<file path="src/include/pci_master_config.svh">
// Sizes of the master write path; PCI_BUF_DEPTH must equal 2**PCI_BUF_ADDR_WIDTH
`ifndef PCI_MASTER_CONFIG_SVH
`define PCI_MASTER_CONFIG_SVH

// Width of the multiplexed address/data bus
`define PCI_AD_WIDTH 32

// Host write buffer, one entry per data phase of a burst
`define PCI_BUF_DEPTH 16
`define PCI_BUF_ADDR_WIDTH 4

// FRAME cycles after which the master must give up the bus once GNT is gone
`define PCI_LAT_TIMER_LIMIT 8

`endif

</file>
<file path="src/pci_master_pkg.sv">
// Shared types of the master write path; bus signals are active-high levels here
`include "pci_master_config.svh"

package pci_master_pkg;

  // Next-FRAME codes, encoded as in the pad library
  typedef enum logic [2:0] {
    FRAME_0            = 3'd0,
    FRAME_UNLESS_STOP  = 3'd1,
    FRAME_UNLESS_LAST  = 3'd2,
    FRAME_WHILE_WAIT   = 3'd3,
    FRAME_BACK_TO_BACK = 3'd4,
    FRAME_1            = 3'd5
  } frame_code_e;

  // Next-IRDY codes
  typedef enum logic [2:0] {
    IRDY_0           = 3'd0,
    IRDY_IF_STOP     = 3'd1,
    IRDY_UNLESS_MORE = 3'd2,
    IRDY_WHILE_WAIT  = 3'd3,
    IRDY_1           = 3'd4
  } irdy_code_e;

  // Target response as seen on the bus in the current cycle
  typedef struct packed {
    logic trdy;
    logic stop;
  } bus_resp_t;

  // What the sequencer asks of the late-select decoder
  typedef struct packed {
    frame_code_e frame_code;
    irdy_code_e  irdy_code;
    logic        load_unconditional;
  } next_codes_t;

  // Everything the output pad bank needs for the next clock
  typedef struct packed {
    logic [`PCI_AD_WIDTH-1:0] ad_next;
    logic                     ad_en_next;
    logic                     frame_next;
    logic                     irdy_next;
    logic                     ad_oe_next;
    logic                     ctl_oe_next;
  } pad_next_t;

endpackage

</file>
<file path="src/pci_next_signal_decode.sv">
// Purely combinational; trdy and stop arrive late and only steer the final 4:1 select
`timescale 1ns/1ns
`include "pci_master_config.svh"

module pci_next_signal_decode (
  input  pci_master_pkg::next_codes_t codes,
  input  pci_master_pkg::bus_resp_t   pci_resp,
  input  logic                        pci_irdy_out,
  input  logic                        sel_addr,
  input  logic [`PCI_AD_WIDTH-1:0]    host_addr,
  input  logic [`PCI_AD_WIDTH-1:0]    ad_word,
  input  logic                        ad_oe_next,
  input  logic                        ctl_oe_next,
  output pci_master_pkg::pad_next_t   pad_next
);
  import pci_master_pkg::*;

  // Each row holds the output for {last, more, abort, idle}, bit 0 being idle
  logic [3:0] frame_row;
  logic [3:0] irdy_row;

  // Late 4:1 select, stop first and trdy last, so trdy sees a single mux level
  function automatic logic late_select(input logic [3:0] row, input bus_resp_t resp);
    logic abort_idle;
    logic last_more;
    abort_idle = resp.stop ? row[1] : row[0];
    last_more = resp.stop ? row[3] : row[2];
    return resp.trdy ? last_more : abort_idle;
  endfunction

  // ====================================================================
  // Early part of the decode, settled long before trdy and stop
  // ====================================================================
  always_comb
  begin
    case (codes.frame_code)
      FRAME_0:            frame_row = 4'b0000;
      FRAME_UNLESS_STOP:  frame_row = 4'b1101;
      FRAME_UNLESS_LAST:  frame_row = 4'b0101;
      FRAME_WHILE_WAIT:   frame_row = 4'b0001;
      FRAME_BACK_TO_BACK: frame_row = 4'b1100;
      FRAME_1:            frame_row = 4'b1111;
      default:            frame_row = 4'b0000;
    endcase
    case (codes.irdy_code)
      IRDY_0:           irdy_row = 4'b0000;
      IRDY_IF_STOP:     irdy_row = 4'b0010;
      IRDY_UNLESS_MORE: irdy_row = 4'b1001;
      IRDY_WHILE_WAIT:  irdy_row = 4'b0001;
      IRDY_1:           irdy_row = 4'b1111;
      default:          irdy_row = 4'b0000;
    endcase
    // The sequencer only ever issues named codes, so the default rows stay dead
    assert (codes.frame_code <= FRAME_1 && codes.irdy_code <= IRDY_1)
      else $error("illegal next-signal code %0d/%0d", codes.frame_code, codes.irdy_code);
  end

  // ====================================================================
  // Late part, assembled into the pad word
  // ====================================================================
  always_comb
  begin
    // Address goes out only in the address phase, buffer data otherwise
    pad_next.ad_next = sel_addr ? host_addr : ad_word;
    // AD moves on a completed data phase or when the sequencer forces a load
    pad_next.ad_en_next = (pci_irdy_out & pci_resp.trdy) | codes.load_unconditional;
    pad_next.frame_next = late_select(frame_row, pci_resp);
    pad_next.irdy_next = late_select(irdy_row, pci_resp);
    pad_next.ad_oe_next = ad_oe_next;
    pad_next.ctl_oe_next = ctl_oe_next;
  end

endmodule

</file>
<file path="src/pci_latency_timer.sv">
// Counts pci_clk cycles of FRAME only; expired stays high until FRAME drops
`timescale 1ns/1ns
`include "pci_master_config.svh"

module pci_latency_timer (
  input  logic pci_clk,
  input  logic pci_reset_comb,
  input  logic pci_frame_out,
  output logic expired
);

  localparam int LIMIT = `PCI_LAT_TIMER_LIMIT;
  localparam int CNT_W = $clog2(LIMIT + 1);

  logic [CNT_W-1:0] count;

  // Saturates at the limit instead of wrapping
  assign expired = (count == CNT_W'(LIMIT));

  always_ff @(posedge pci_clk or posedge pci_reset_comb)
  begin
    if (pci_reset_comb)
      count <= '0;
    else if (!pci_frame_out)
      // A new transaction starts with a fresh time slice
      count <= '0;
    else if (!expired)
      count <= count + 1'b1;
  end

endmodule

</file>
<file path="src/pci_write_buffer.sv">
// No host writes during a burst; the read word is only valid while buf_count is nonzero
`timescale 1ns/1ns
`include "pci_master_config.svh"

module pci_write_buffer (
  input  logic                          pci_clk,
  input  logic                          pci_reset_comb,
  input  logic                          host_write,
  input  logic [`PCI_AD_WIDTH-1:0]      host_wdata,
  input  logic                          rd_advance,
  input  logic                          buf_clear,
  output logic [`PCI_AD_WIDTH-1:0]      rd_word,
  output logic [`PCI_BUF_ADDR_WIDTH:0]  buf_count,
  output logic                          buf_last
);

  localparam logic [`PCI_BUF_ADDR_WIDTH:0] FULL_COUNT =
    (`PCI_BUF_ADDR_WIDTH + 1)'(`PCI_BUF_DEPTH);

  logic [`PCI_AD_WIDTH-1:0]      mem [0:`PCI_BUF_DEPTH-1];
  logic [`PCI_BUF_ADDR_WIDTH-1:0] wr_ptr;
  logic [`PCI_BUF_ADDR_WIDTH-1:0] rd_ptr;

  // Write port, captured on the same edge as host_write
  always_ff @(posedge pci_clk)
  begin
    if (host_write)
      mem[wr_ptr] <= host_wdata;
  end

  // Read address lives in a flop, so the word follows rd_advance by one cycle
  assign rd_word = mem[rd_ptr];
  assign buf_last = (buf_count == 1);

  always_ff @(posedge pci_clk or posedge pci_reset_comb)
  begin
    if (pci_reset_comb)
    begin
      wr_ptr <= '0;
      rd_ptr <= '0;
      buf_count <= '0;
    end
    else if (buf_clear)
    begin
      wr_ptr <= '0;
      rd_ptr <= '0;
      buf_count <= '0;
    end
    else
    begin
      if (host_write)
        wr_ptr <= wr_ptr + 1'b1;
      if (rd_advance)
        rd_ptr <= rd_ptr + 1'b1;
      // Count tracks words not yet placed on AD
      case ({host_write, rd_advance})
        2'b10:   buf_count <= buf_count + 1'b1;
        2'b01:   buf_count <= buf_count - 1'b1;
        default: buf_count <= buf_count;
      endcase
    end
  end

  // Host must respect the depth; a full buffer would overwrite the oldest word
  a_no_write_when_full: assert property (@(posedge pci_clk) disable iff (pci_reset_comb)
    host_write |-> (buf_count < FULL_COUNT));

endmodule

</file>
<file path="src/pci_output_pads.sv">
// Outputs and OEs go to 0 on reset without a clock, as PCI needs with a stopped clock
`timescale 1ns/1ns
`include "pci_master_config.svh"

module pci_output_pads (
  input  logic                      pci_clk,
  input  logic                      pci_reset_comb,
  input  pci_master_pkg::pad_next_t pad_next,
  output logic [`PCI_AD_WIDTH-1:0]  pci_ad_out,
  output logic                      pci_ad_oe,
  output logic                      pci_frame_out,
  output logic                      pci_irdy_out,
  output logic                      pci_ctl_oe
);

  // These flops belong in or next to the IO cells
  always_ff @(posedge pci_clk or posedge pci_reset_comb)
  begin
    if (pci_reset_comb)
    begin
      pci_ad_out <= '0;
      pci_ad_oe <= 1'b0;
      pci_frame_out <= 1'b0;
      pci_irdy_out <= 1'b0;
      pci_ctl_oe <= 1'b0;
    end
    else
    begin
      // AD holds its word through target wait states
      if (pad_next.ad_en_next)
        pci_ad_out <= pad_next.ad_next;
      pci_ad_oe <= pad_next.ad_oe_next;
      pci_frame_out <= pad_next.frame_next;
      pci_irdy_out <= pad_next.irdy_next;
      pci_ctl_oe <= pad_next.ctl_oe_next;
    end
  end

  // IRDY comes from the decoder, its OE from the sequencer, and they must agree
  a_irdy_driven: assert property (@(posedge pci_clk) disable iff (pci_reset_comb)
    pci_irdy_out |-> pci_ctl_oe);

endmodule

</file>
<file path="src/pci_master_sequencer.sv">
// Bursts need at least one buffered word and a target that leaves trdy low in the address phase
`timescale 1ns/1ns
`include "pci_master_config.svh"

module pci_master_sequencer (
  input  logic                          pci_clk,
  input  logic                          pci_reset_comb,
  input  logic                          host_start,
  input  logic                          pci_gnt,
  input  pci_master_pkg::bus_resp_t     pci_resp,
  input  logic                          pci_frame_out,
  input  logic                          pci_irdy_out,
  input  logic                          expired,
  input  logic [`PCI_BUF_ADDR_WIDTH:0]  buf_count,
  input  logic                          buf_last,
  output pci_master_pkg::next_codes_t   codes,
  output logic                          sel_addr,
  output logic                          ad_oe_next,
  output logic                          ctl_oe_next,
  output logic                          rd_advance,
  output logic                          buf_clear,
  output logic                          xfer_done,
  output logic [`PCI_BUF_ADDR_WIDTH:0]  xfer_words
);
  import pci_master_pkg::*;

  // ST_DATA has FRAME and IRDY high, ST_FINISH is the final data phase
  typedef enum logic [1:0] {
    ST_IDLE,
    ST_ADDR,
    ST_DATA,
    ST_FINISH
  } seq_state_e;

  seq_state_e state;
  seq_state_e state_next;
  logic       start_pending;
  logic       ending;
  logic       launch;
  logic       xfer;
  logic       wrap_up;

  // A start waits for GNT and for an idle bus, and not during the clean-up cycle
  assign launch = (state == ST_IDLE) && (host_start || start_pending) && pci_gnt
                  && !pci_frame_out && !pci_irdy_out && !ending;
  assign xfer = pci_irdy_out & pci_resp.trdy;
  // Next transfer must be the final one when a single word is left or the timer ran out without GNT
  assign wrap_up = buf_last | (expired & ~pci_gnt);

  // ====================================================================
  // Code selection
  // ====================================================================
  always_comb
  begin
    codes.frame_code = FRAME_0;
    codes.irdy_code = IRDY_0;
    codes.load_unconditional = 1'b0;
    sel_addr = 1'b0;
    ad_oe_next = 1'b0;
    ctl_oe_next = 1'b0;
    rd_advance = 1'b0;
    buf_clear = 1'b0;
    state_next = state;
    case (state)
      ST_IDLE:
      begin
        // Buffer is emptied in the idle cycle that follows a burst
        buf_clear = ending;
        if (launch)
        begin
          codes.frame_code = FRAME_1;
          codes.load_unconditional = 1'b1;
          sel_addr = 1'b1;
          ad_oe_next = 1'b1;
          ctl_oe_next = 1'b1;
          state_next = ST_ADDR;
        end
      end
      ST_ADDR:
      begin
        // A one-word burst drops FRAME straight into the final data phase
        codes.frame_code = buf_last ? FRAME_0 : FRAME_WHILE_WAIT;
        codes.irdy_code = IRDY_1;
        codes.load_unconditional = 1'b1;
        ad_oe_next = 1'b1;
        ctl_oe_next = 1'b1;
        // First word goes onto AD now, so point the buffer at the second
        rd_advance = 1'b1;
        state_next = buf_last ? ST_FINISH : ST_DATA;
      end
      ST_DATA:
      begin
        codes.frame_code = wrap_up ? FRAME_WHILE_WAIT : FRAME_UNLESS_LAST;
        codes.irdy_code = IRDY_1;
        ad_oe_next = 1'b1;
        ctl_oe_next = 1'b1;
        rd_advance = xfer & (buf_count != '0);
        // Same condition under which the decoder drops FRAME
        if (pci_resp.stop || (pci_resp.trdy && wrap_up))
          state_next = ST_FINISH;
      end
      ST_FINISH:
      begin
        // IRDY holds until the target takes the word or signals STOP
        codes.frame_code = FRAME_0;
        codes.irdy_code = IRDY_WHILE_WAIT;
        ad_oe_next = 1'b1;
        ctl_oe_next = 1'b1;
        rd_advance = xfer & (buf_count != '0);
        if (pci_resp.trdy || pci_resp.stop)
          state_next = ST_IDLE;
      end
      default:
      begin
        state_next = ST_IDLE;
      end
    endcase
  end

  // ====================================================================
  // State, pending start and burst status
  // ====================================================================
  always_ff @(posedge pci_clk or posedge pci_reset_comb)
  begin
    if (pci_reset_comb)
    begin
      state <= ST_IDLE;
      start_pending <= 1'b0;
      ending <= 1'b0;
      xfer_done <= 1'b0;
      xfer_words <= '0;
    end
    else
    begin
      state <= state_next;
      if (launch)
        start_pending <= 1'b0;
      else if (host_start)
        start_pending <= 1'b1;
      // First cycle with FRAME and IRDY both low again
      ending <= (state == ST_FINISH) && (state_next == ST_IDLE);
      // Done comes one cycle after the bus went quiet
      xfer_done <= ending;
      if (launch)
        xfer_words <= '0;
      else if (xfer)
        xfer_words <= xfer_words + 1'b1;
    end
  end

  // The final data phase always has IRDY out and FRAME already gone from the pads
  a_no_frame_in_finish: assert property (@(posedge pci_clk) disable iff (pci_reset_comb)
    (state == ST_FINISH) |-> (pci_irdy_out && !pci_frame_out));

endmodule

</file>
<file path="src/pci_master_path.sv">
// Single pci_clk domain; host_addr must be stable from host_start to the address phase
`timescale 1ns/1ns
`include "pci_master_config.svh"

module pci_master_path (
  input  logic                          pci_clk,
  input  logic                          pci_reset_comb,
  input  logic                          host_write,
  input  logic [`PCI_AD_WIDTH-1:0]      host_wdata,
  input  logic [`PCI_AD_WIDTH-1:0]      host_addr,
  input  logic                          host_start,
  input  logic                          pci_gnt,
  input  pci_master_pkg::bus_resp_t     pci_resp,
  output logic [`PCI_AD_WIDTH-1:0]      pci_ad_out,
  output logic                          pci_ad_oe,
  output logic                          pci_frame_out,
  output logic                          pci_irdy_out,
  output logic                          pci_ctl_oe,
  output logic                          xfer_done,
  output logic [`PCI_BUF_ADDR_WIDTH:0]  xfer_words
);
  import pci_master_pkg::*;

  next_codes_t                   codes;
  pad_next_t                     pad_next;
  logic                          sel_addr;
  logic                          ad_oe_next;
  logic                          ctl_oe_next;
  logic                          rd_advance;
  logic                          buf_clear;
  logic                          expired;
  logic                          buf_last;
  logic [`PCI_AD_WIDTH-1:0]      rd_word;
  logic [`PCI_BUF_ADDR_WIDTH:0]  buf_count;

  // Bus-phase control
  pci_master_sequencer i_sequencer (
    .pci_clk        (pci_clk),
    .pci_reset_comb (pci_reset_comb),
    .host_start     (host_start),
    .pci_gnt        (pci_gnt),
    .pci_resp       (pci_resp),
    .pci_frame_out  (pci_frame_out),
    .pci_irdy_out   (pci_irdy_out),
    .expired        (expired),
    .buf_count      (buf_count),
    .buf_last       (buf_last),
    .codes          (codes),
    .sel_addr       (sel_addr),
    .ad_oe_next     (ad_oe_next),
    .ctl_oe_next    (ctl_oe_next),
    .rd_advance     (rd_advance),
    .buf_clear      (buf_clear),
    .xfer_done      (xfer_done),
    .xfer_words     (xfer_words)
  );

  // Late trdy/stop select in front of the pads
  pci_next_signal_decode i_decode (
    .codes        (codes),
    .pci_resp     (pci_resp),
    .pci_irdy_out (pci_irdy_out),
    .sel_addr     (sel_addr),
    .host_addr    (host_addr),
    .ad_word      (rd_word),
    .ad_oe_next   (ad_oe_next),
    .ctl_oe_next  (ctl_oe_next),
    .pad_next     (pad_next)
  );

  pci_latency_timer i_timer (
    .pci_clk        (pci_clk),
    .pci_reset_comb (pci_reset_comb),
    .pci_frame_out  (pci_frame_out),
    .expired        (expired)
  );

  pci_write_buffer i_buffer (
    .pci_clk        (pci_clk),
    .pci_reset_comb (pci_reset_comb),
    .host_write     (host_write),
    .host_wdata     (host_wdata),
    .rd_advance     (rd_advance),
    .buf_clear      (buf_clear),
    .rd_word        (rd_word),
    .buf_count      (buf_count),
    .buf_last       (buf_last)
  );

  pci_output_pads i_pads (
    .pci_clk        (pci_clk),
    .pci_reset_comb (pci_reset_comb),
    .pad_next       (pad_next),
    .pci_ad_out     (pci_ad_out),
    .pci_ad_oe      (pci_ad_oe),
    .pci_frame_out  (pci_frame_out),
    .pci_irdy_out   (pci_irdy_out),
    .pci_ctl_oe     (pci_ctl_oe)
  );

endmodule

</file>
<file path="config.mk">
export PLATFORM = sky130hd
export DESIGN_NAME = pci_master_path
export DESIGN_NICKNAME = d
export VERILOG_FILES = /design/src/pci_master_pkg.sv /design/src/pci_next_signal_decode.sv /design/src/pci_latency_timer.sv /design/src/pci_write_buffer.sv /design/src/pci_output_pads.sv /design/src/pci_master_sequencer.sv /design/src/pci_master_path.sv
export VERILOG_INCLUDE_DIRS = /design/src /design/src/include
export SDC_FILE = /design/constraint.sdc
export NUM_CORES = 1
export LEC_CHECK = 0
export ABC_CLOCK_PERIOD_IN_PS = 3200
export BUFFER_PORTS_ARGS = -buffer_cell sky130_fd_sc_hd__buf_2
export CORE_ASPECT_RATIO = 0.9
export CORE_MARGIN = 5
export CORE_UTILIZATION = 34
export CTS_CLUSTER_SIZE = 20
export DETAILED_ROUTE_END_ITERATION = 6
export GPL_TIMING_DRIVEN = 0
export SETUP_SLACK_MARGIN = 0.05
export SLEW_MARGIN = 25
export SYNTH_ARGS = -nofsm -noshare
export SYNTH_HDL_FRONTEND = slang
export SYNTH_SLANG_ARGS = --single-unit
</file>
<file path="constraint.sdc">
create_clock -name pci_clk -period 3.2 [get_ports pci_clk]
set_input_delay 0.32 -clock pci_clk [delete_from_list [all_inputs] [get_ports pci_clk]]
set_output_delay 0.32 -clock pci_clk [all_outputs]
set_load 0.01 [all_outputs]
</file>
==> impl_metrics.yaml, run 1 <==
outcome:
  outcome: "complete, no violations"
routing:
  avgRoutedWirePerCell_um: 24.36
  wl_um: 53360
  ant_nets: 0
  drc_errors: 0
  drtIter0Drc: 877
  num_vias: 11070
  drt-vias-per-instance: 5.053
  dr.pass1.iters: 5
clocking:
  htreeDepth: 2
  ctsRootBufferMaster: "clkbuf_16"
  clock-sinks: 574
  numCtsBuffers: 58
  cts-resized-gates: 0
  clock_latency_ns: 0.63
  cts_tree: "yes"
  clk_pin_slew_ns: 0.07
  cts_buffer_depth: 3
timing:
  tightest_slew_ns: 1.043
  final-max-slew-violation-count: 0
  finalHoldViolCount: 0
  setup_tns_ns: 0
  finalCriticalPeriod_ns: 2.843
  period_share: 0.8883
  finalSetupViolCount: 0
  fmax_ghz: 0.3518
  rsz0062_at_grt: "false"
  finalClockSkew_ns: 0.01093
  relSlewSlack: 0.3044
  whs_ns: 0.06404
synthesis:
  synthTopCellsByArea: "edfxtp_1 (68%), mux4_2 (13%), dfrtp_1 (6.8%)"
  async_flop_share: 0.1080
  yosys_warnings: 0
  avgSynthCellArea_um2: 20.94
  synthTopCellsByCount: "edfxtp_1 (512), mux4_2 (128), mux2i_1 (69)"
  netlist_area_um2: 22720
  ys.flop_type: "edfxtp_1"
  synth_nets: 1174
  synth_most_common_cell: "edfxtp_1"
  synth_edf_count: 512
  yosys.area.top_type: "edfxtp_1"
  ys_seq_elements: 574
  synthCells: 1085
  seq_area_frac_synth: 0.7449
  synth_cell_types: 46
  synth_top_area_share: 0.6767
global_routing:
  antenna_found_initial: 2
  overflow: 0
  grt_util_all_layers: 0.1478
  grt_pass1_vias: 11510
  grt_max_degree: 35
  grt_pass1_wl_um: 78400
floorplan:
  ioPinCount: 113
  rows: 90
  coreArea_um2: 66660
  die_w_um: 282.5
  initial_core_util: 0.3408
  die-area_um2: 72110
  die_y_um: 255.2
worst_setup_path:
  critPathBufInv: 2
  critPathArrivalTime_ns: 3.33
  cp-start-kind: "flip-flop"
  required_ns: 3.69
  cp_max_fo: 10
  crit_path_cell_trace: "inv_1, ha_1, nand3_1, nand2_1, nor2_1, buf_2, a221oi_2"
  cpLargestDelayFamily: "simple AND/OR/NAND/NOR gates"
  max_stage_delay_ns: 0.61
  end_kind: "flip-flop"
  critPathKind: "reg -> reg"
  cpMaxStageDelayCell: "nor2_1"
power_and_ir_drop:
  p_leak_uw: 0.008823
  p_seq_frac: 0.405
  switching_share: 0.3192
  powerDensity_nw_per_um2: 895.2
  p_int_uw: 16140
  peakVddDrop_mv: 0.4070
  power_frac_comb: 0.318
  power_frac_clock: 0.277
  p_switching_uw: 7566
placement:
  placed_cells: 2079
  dp_hpwl_um: 33420
  portBuffers: 111
  place_congestion: 0.7425
finish:
  finalCoreUtilization: 0.3972
  drive_gt1_frac: 0.3202
  synthToLayoutAreaGrowth_pct: 16.53
  stdcell_count: 2190
  nNetsFinal: 1356
worst_hold_path:
  min_path_type: "in -> reg"
job:
  drv_cap: 0
per-layer routing:
metal,GRT usage,up-vias,part of all wire
li1,-,4847,-
met1,0.2107,5833,0.45
met2,0.2381,323,0.48
met3,0.02882,62,0.056
met4,0.03424,0,0.015
met5,0,-,0
sequential cells by signal, indices dropped and copies added (netlist names):
name / cells
i_timer.count: 4
i_sequencer.xfer_words: 5
i_buffer.mem: 512
i_pads.pci_irdy_out: 1
i_buffer.rd_ptr: 4
i_sequencer.start_pending: 1
i_pads.pci_ad_out: 32
i_sequencer.state: 2
i_buffer.buf_count: 5
i_sequencer.ending: 1
i_buffer.wr_ptr: 4
i_pads.pci_ad_oe: 1
i_sequencer.xfer_done: 1
i_pads.pci_frame_out: 1
area by class of cell:
type	instances	area (um2)
Timing Repair Buffer	122	785.8
Clock buffer	64	1474
Fill cell	5959	40190
Tap cell	874	1094
Sequential cell	574	16930
Buffer	59	327.8
Inverter	15	58.81
Clock inverter	44	366.6
Antenna cell	1	2.502
Multi-Input combinational cell	437	5443
power groups by stage:
stage	Combinational, uW	Clock (uW)	Sequential, uW
floorplan	5070	0	9770
global placement	7440	0	9740
detailed placement	7670	0	9750
CTS	7710	6720	9600
global route	8180	7020	9680
finish	7540	6570	9590
logic make-up (layout without fill, tap and decap cells):
group                      after synthesis  in the layout  share of synthesized area
AOI/OAI and AO/OA                       88             88                    0.03464
muxes                                  197            197                     0.1573
buffers and inverters                   74            304                    0.01685
and+or+nand+nor                        117            117                    0.02985
adders and majority gates               18             18                   0.009912
DFF                                    574            574                     0.7449
other                                    0              1                          0
xor gates and xnor gates                17             17                   0.006553
metrics by stage:
stage	setup slack, ns	power (uW)	instance area (um2)
2_1_floorplan	0.8559	14840	22720
3_3_place_gp	-0.1025	17180	24370
3_5_place_dp	0.2953	17420	24610
4_1_cts	0.2830	24040	26470
5_1_grt	0.1667	24880	26480
6_report	0.3575	23700	26480
worst paths after layout:
check                                           from                   endpoint  slack, ns  cells after the start
worst max-delay path            i_sequencer.state[0]      i_pads.pci_ad_out[10]       0.36                      7
worst min-delay path                  host_wdata[26]       i_buffer.mem[13][26]       0.06                      1
worst max register to register  i_sequencer.state[0]      i_pads.pci_ad_out[10]       0.36                      7
worst min register to register    i_sequencer.ending      i_sequencer.xfer_done       0.43                      0
max in group asynchronous             pci_reset_comb      i_pads.pci_ad_out[19]       2.34                      4
min in group asynchronous             pci_reset_comb  i_sequencer.xfer_words[4]       0.28                      3
layout by cell type (no fill, tap or decap), types with 2 or more instances in the layout:
cell           count
edfxtp_1         512
mux4_2           128
buf_2            126
mux2i_1           69
dfrtp_1           62
clkbuf_16         58
o21ai_0           35
or3_1             32
clkbuf_1          31
a221oi_2          31
nor2_1            25
ha_1              18
clkinv_1          17
inv_1             14
clkinv_2          12
buf_4             11
xor2_1            10
a21oi_1           10
nand2_1            9
and2_4             8
and2_2             8
xnor2_1            7
and2_1             6
buf_6              6
and3_1             5
nand4_1            5
clkinvlp_4         5
buf_12             5
bufinv_16          4
buf_16             4
nand3_1            3
inv_6              3
or4b_1             2
nor2b_1            2
a211oi_1           2
nand4b_1           2
a221oi_1           2
dlygate4sd3_1      2
repair_timing:
item                      CTS  global route
setup buffers               0             0
hold endpoints to repair   34             0
hold buffers                2             0
Power figures use the tool's default switching activity.
==> run 2: changes to the inputs <==
CELL_PAD_IN_SITES_DETAIL_PLACEMENT = 0   (was not set)
CELL_PAD_IN_SITES_GLOBAL_PLACEMENT = 1   (was not set)
PLACE_DENSITY_LB_ADDON = 0.1   (was not set)
==> impl_metrics.yaml, run 2 (same netlist as run 1, synthesis figures left out) <==
timing:
  final-max-slew-violation-count: 0
  tightest_slew_ns: 1.030
  rsz0062_at_grt: "false"
  setup_tns_ns: 0
  finalHoldViolCount: 0
  fmax_ghz: 0.3498
  relSlewSlack: 0.3135
  finalClockSkew_ns: 0.02158
  period_share: 0.8935
  finalSetupViolCount: 0
  finalCriticalPeriod_ns: 2.859
worst_setup_path:
  cp_max_fo: 10
  reg2reg_slack_ns: 0.34
  worstReg2RegEnd: "i_pads.pci_ad_out[13]"
  critPathArrivalTime_ns: 3.30
  max_stage_delay_ns: 0.62
  required_ns: 3.64
  critPathBufInv: 2
  critPathKind: "reg -> reg"
  end_kind: "flip-flop"
  r2r-start: "i_sequencer.state[1]"
  cpLargestDelayFamily: "simple AND/OR/NAND/NOR gates"
  worst-r2r-cell-count: 7
  cp-start-kind: "flip-flop"
  cpMaxStageDelayCell: "nand3_1"
  crit_path_cell_trace: "inv_1, ha_1, nand3_1, nand2_1, nor2_2, buf_2, a221oi_2"
clocking:
  htreeDepth: 3
  cts_tree: "yes"
  cts_buffer_depth: 3
  ctsRootBufferMaster: "clkbuf_16"
  clk_pin_slew_ns: 0.06
  post_cts_buffers: 0
  clock_latency_ns: 0.59
  clock-sinks: 574
  numCtsBuffers: 66
power_and_ir_drop:
  powerDensity_nw_per_um2: 921.4
  peakVddDrop_mv: 0.3938
  power.total_uw: 24630
  p_leak_uw: 0.008960
routing:
  dr.pass1.iters: 4
  num_vias: 11120
  ant_nets: 0
  drt-vias-per-instance: 5.052
  wl_um: 58300
  avgRoutedWirePerCell_um: 26.49
  drtIter0Drc: 746
  drc_errors: 0
global_routing:
  grt_util_all_layers: 0.1625
  grt_max_degree: 38
  grt_pass1_wl_um: 83570
  grt_pass1_vias: 11690
  antenna_found_initial: 3
  overflow: 0
finish:
  drive_gt1_frac: 0.3243
  stdcell_count: 2201
  layout.cells.most_common: "edfxtp_1"
  largest_reg_flops: 512
  nFillCells: 6025
  nNetsFinal: 1364
  layout_common_cells: "edfxtp_1 (512), mux4_2 (128), buf_2 (126), mux2i_1 (69), clkbuf_16 (69)"
  reg_top3: "i_buffer.mem x512, i_pads.pci_ad_out x32"
  top_register: "i_buffer.mem"
  synthToLayoutAreaGrowth_pct: 17.65
  final_area_um2: 26730
floorplan:
  die-area_um2: 72110
  initial_core_util: 0.3408
  coreArea_um2: 66660
  die_w_um: 282.5
  rows: 90
  ioPinCount: 113
  die_y_um: 255.2
placement:
  place_congestion: 0.7013
  dp_hpwl_um: 35480
  placed_cells: 2079
  portBuffers: 111
  place_area_um2: 24600
outcome:
  outcome: "complete, no violations"
worst_hold_path:
  hold_path_startpoint: "pci_resp[0]"
  hold_end: "i_pads.pci_irdy_out"
  hold_depth: 4
  min_path_type: "in -> reg"
job:
  drv_cap: 0
-- run 2: changes by cell type in the layout (fill, tap and decap cells not counted), moves of 4 or more --
cell	before	now
clkinv_1	17	9
clkinvlp_4	5	1
clkbuf_8	0	5
and2_2	8	0
and2_4	8	16
clkbuf_16	58	69
clkbuf_1	31	42
-- run 2: timing repair --
action                                  in CTS  in global routing
hold buffers                                 2                  0
resized for setup                            0                  1
hold endpoints to repair                    26                  0
endpoints found under the setup margin       0                 20
-- run 2: final cells by class --
| type | instances | area, um2 | share of cell area |
|---|---|---|---|
| sequential | 574 | 16930 | 0.6332 |
| multi-input combinational | 437 | 5455 | 0.2041 |
| clock buffer | 91 | 1859 | 0.06955 |
| tap | 874 | 1094 | 0.04091 |
| timing repair buffer | 122 | 763.2 | 0.02855 |
| buffer | 59 | 327.8 | 0.01226 |
| clock inverter | 28 | 242.7 | 0.009080 |
| inverter | 15 | 61.31 | 0.002293 |
| antenna | 1 | 2.502 | 0.00009361 |
-- run 2: worst reg2reg max path, cell delays in order (launching register included) --
cell and delay, ns:
dfrtp_1 0.45, inv_1 0.13, ha_1 0.26, nand3_1 0.62
nand2_1 0.15, nor2_2 0.43, buf_2 0.54, a221oi_2 0.14
-- run 2: where the power goes --
part | switching (uW) | internal [uW]
clock network | 2940 | 4390
registers | 398 | 9200
logic | 4440 | 3270
-- run 2: layer usage --
metal  global-route usage  wire (um)  vias up
met3              0.02946       2305       66
met4              0.03354        943        0
met2               0.2644      28200      224
met5                    0          0        -
met1               0.2325      26840     5954
li1                     -          -     4876
-- run 2: stage by stage --
| step | setup WS [ns] | hold slack [ns] | utilization |
|---|---|---|---|
| 2_1_floorplan | 0.8559 | 0.3855 | - |
| 3_3_place_gp | -0.4119 | 0.4223 | 0.3656 |
| 3_5_place_dp | 0.1011 | 0.3359 | 0.3691 |
| 4_1_cts | 0.06235 | 0.05636 | 0.4009 |
| 5_1_grt | 0.1981 | 0.08521 | 0.4010 |
| 6_report | 0.3409 | 0.1029 | 0.4010 |
-- run 2: worst max path at each step --
stage / startpoint / endpoint / slack (ns) / cells after the start
after floorplan: i_buffer.buf_count[0] / i_buffer.buf_count[2] / 0.86 / 7
after global placement: host_write / i_buffer.mem[11][13] / -0.41 / 4
after detailed placement: i_sequencer.state[0] / i_pads.pci_ad_out[8] / 0.10 / 7
after CTS: i_sequencer.state[0] / i_pads.pci_ad_out[4] / 0.06 / 7
after global routing: i_sequencer.state[1] / i_pads.pci_ad_out[14] / 0.20 / 7
final: i_sequencer.state[1] / i_pads.pci_ad_out[13] / 0.34 / 7
==> run 3: changes to the inputs <==
CORE_UTILIZATION = 40   (was 34)
==> impl_metrics.yaml, run 3 (same netlist as run 1, synthesis figures left out) <==
outcome:
  outcome: "complete, no violations"
job:
  drv_cap: 0
global_routing:
  grt_util_all_layers: 0.1788
  grt_pass1_wl_um: 80600
  grt_max_degree: 36
  overflow: 0
  grt_pass1_vias: 11750
  antenna_found_initial: 2
timing:
  worst_slack_ns: 0.3916
  final-max-slew-violation-count: 0
  tightest_slew_ns: 1.060
  finalClockSkew_ns: 0.01989
  finalSetupViolCount: 0
  finalCriticalPeriod_ns: 2.808
  relSlewSlack: 0.2935
  finalHoldViolCount: 0
  rsz0062_at_grt: "false"
  period_share: 0.8776
  fmax_ghz: 0.3561
power_and_ir_drop:
  p_seq_frac: 0.390
  p_switching_uw: 7619
  peakVddDrop_mv: 0.4977
  p_int_uw: 16990
  powerDensity_nw_per_um2: 930.3
  power_frac_clock: 0.303
  switching_share: 0.3096
  p_leak_uw: 0.008903
  power_frac_comb: 0.307
routing:
  ant_nets: 0
  drt-vias-per-instance: 5.309
  avgRoutedWirePerCell_um: 26.46
  dr.pass1.iters: 5
  drc_errors: 0
  num_vias: 10990
  drtIter0Drc: 883
  wl_um: 54740
finish:
  nNetsFinal: 1350
  top_register: "i_buffer.mem"
  largest_reg_flops: 512
  synthToLayoutAreaGrowth_pct: 16.44
  nFillCells: 4780
  layout.cells.most_common: "edfxtp_1"
  drive_gt1_frac: 0.3214
  diodes: 0
  reg_top3: "i_buffer.mem x512, i_pads.pci_ad_out x32"
  stdcell_count: 2069
  layout_common_cells: "edfxtp_1 (512), mux4_2 (128), buf_2 (126), mux2i_1 (69)"
worst_setup_path:
  crit_path_cell_trace: "inv_1, ha_1, nand3_1, clkbuf_1, o21ai_0, a221oi_2"
  end_kind: "flip-flop"
  critPathKind: "reg -> reg"
  max_stage_delay_ns: 0.58
  cpMaxStageDelayCell: "clkbuf_1"
  reg2reg_slack_ns: 0.39
  cp-start-kind: "flip-flop"
  worstReg2RegEnd: "i_pads.pci_ad_out[21]"
  r2r-start: "i_sequencer.state[0]"
  critPathBufInv: 2
  worst-r2r-cell-count: 6
  cp_max_fo: 10
  critPathArrivalTime_ns: 3.31
  required_ns: 3.70
  cpLargestDelayFamily: "buffers and inverters"
placement:
  portBuffers: 111
  place_ws_ns: 0.1217
  place_congestion: 0.7155
  placed_cells: 1953
  dp_hpwl_um: 31530
clocking:
  ctsRootBufferMaster: "clkbuf_16"
  clk_pin_slew_ns: 0.06
  post_cts_buffers: 0
  numCtsBuffers: 60
  cts_tree: "yes"
  clock-sinks: 574
  cts_buffer_depth: 3
  clock_latency_ns: 0.61
  htreeDepth: 2
worst_hold_path:
  hold_depth: 3
  hold_path_startpoint: "host_addr[5]"
  min_path_type: "in -> reg"
  hold_end: "i_pads.pci_ad_out[5]"
floorplan:
  ioPinCount: 113
  initial_core_util: 0.4056
  coreArea_um2: 56020
  die_w_um: 261.2
  die_y_um: 236.1
  rows: 82
  die-area_um2: 61680
## run 3: cell count changes in the layout (fill, tap and decap cells not counted), sizes merged, moves of 2 or more
cell / previous run / this run
clkbuf: 117 / 108
buf: 153 / 145
bufinv: 4 / 10
inv: 17 / 15
## run 3: metrics by stage
| step | setup TNS (ns) | power (uW) | hold slack, ns | util | area [um2] |
|---|---|---|---|---|---|
| finish | 0 | 24610 | 0.06087 | 0.4723 | 26460 |
| global route | 0 | 25840 | 0.04430 | 0.4723 | 26460 |
| CTS | 0 | 25000 | 0.01217 | 0.4722 | 26450 |
| detailed placement | 0 | 17480 | 0.3829 | 0.4336 | 24290 |
| global placement | -46.06 | 17420 | 0.4069 | 0.4324 | 24220 |
| floorplan | 0 | 14840 | 0.3855 | - | 22720 |
## run 3: repair_timing
item,CTS,global route
endpoints found under the hold margin,28,0
hold buffers,2,0
gates resized for setup,0,1
endpoints found under the setup margin,0,20
## run 3: layout make-up
class / instances / area [um2] / share of cell area
inverter: 15 / 58.81 / 0.002223
clock buffer: 82 / 1727 / 0.06526
timing repair buffer: 114 / 595.6 / 0.02251
clock inverter: 32 / 420.4 / 0.01589
sequential: 574 / 16930 / 0.6398
multi-input combinational: 437 / 5455 / 0.2062
buffer: 59 / 327.8 / 0.01239
tap: 756 / 945.9 / 0.03575
## run 3: how the worst max path moves through the flow
stage                          start               endpoint  cells past startpoint
6_report        i_sequencer.state[0]  i_pads.pci_ad_out[21]                      6
5_1_grt         i_sequencer.state[0]  i_pads.pci_ad_out[21]                      6
4_1_cts         i_sequencer.state[0]  i_pads.pci_ad_out[10]                      7
3_5_place_dp    i_sequencer.state[0]  i_pads.pci_ad_out[14]                      7
3_3_place_gp              host_write   i_buffer.mem[11][15]                      4
2_1_floorplan  i_buffer.buf_count[0]  i_buffer.buf_count[2]                      7
## run 3: worst reg2reg max path: cells and delay by family, from the launching register on
kind	cells	cell delay (ns)
DFF	1	0.44
adders and majority gates	1	0.28
buffers and inverters	2	0.73
AOI/OAI and AO/OA	2	0.71
and+or+nand+nor	1	0.54
## run 3: power by group through the flow
stage | sequential [uW] | clock (uW) | combinational, uW
CTS | 9600 | 7630 | 7760
global placement | 9760 | 0 | 7650
floorplan | 9770 | 0 | 5070
detailed placement | 9750 | 0 | 7730
finish | 9590 | 7470 | 7550
global route | 9680 | 7950 | 8210
## run 3: per-layer routing
layer,GRT usage,share of wire
met4,0.04013,0.018
met1,0.2638,0.46
met2,0.2822,0.47
met5,0,0.00013
met3,0.03069,0.046
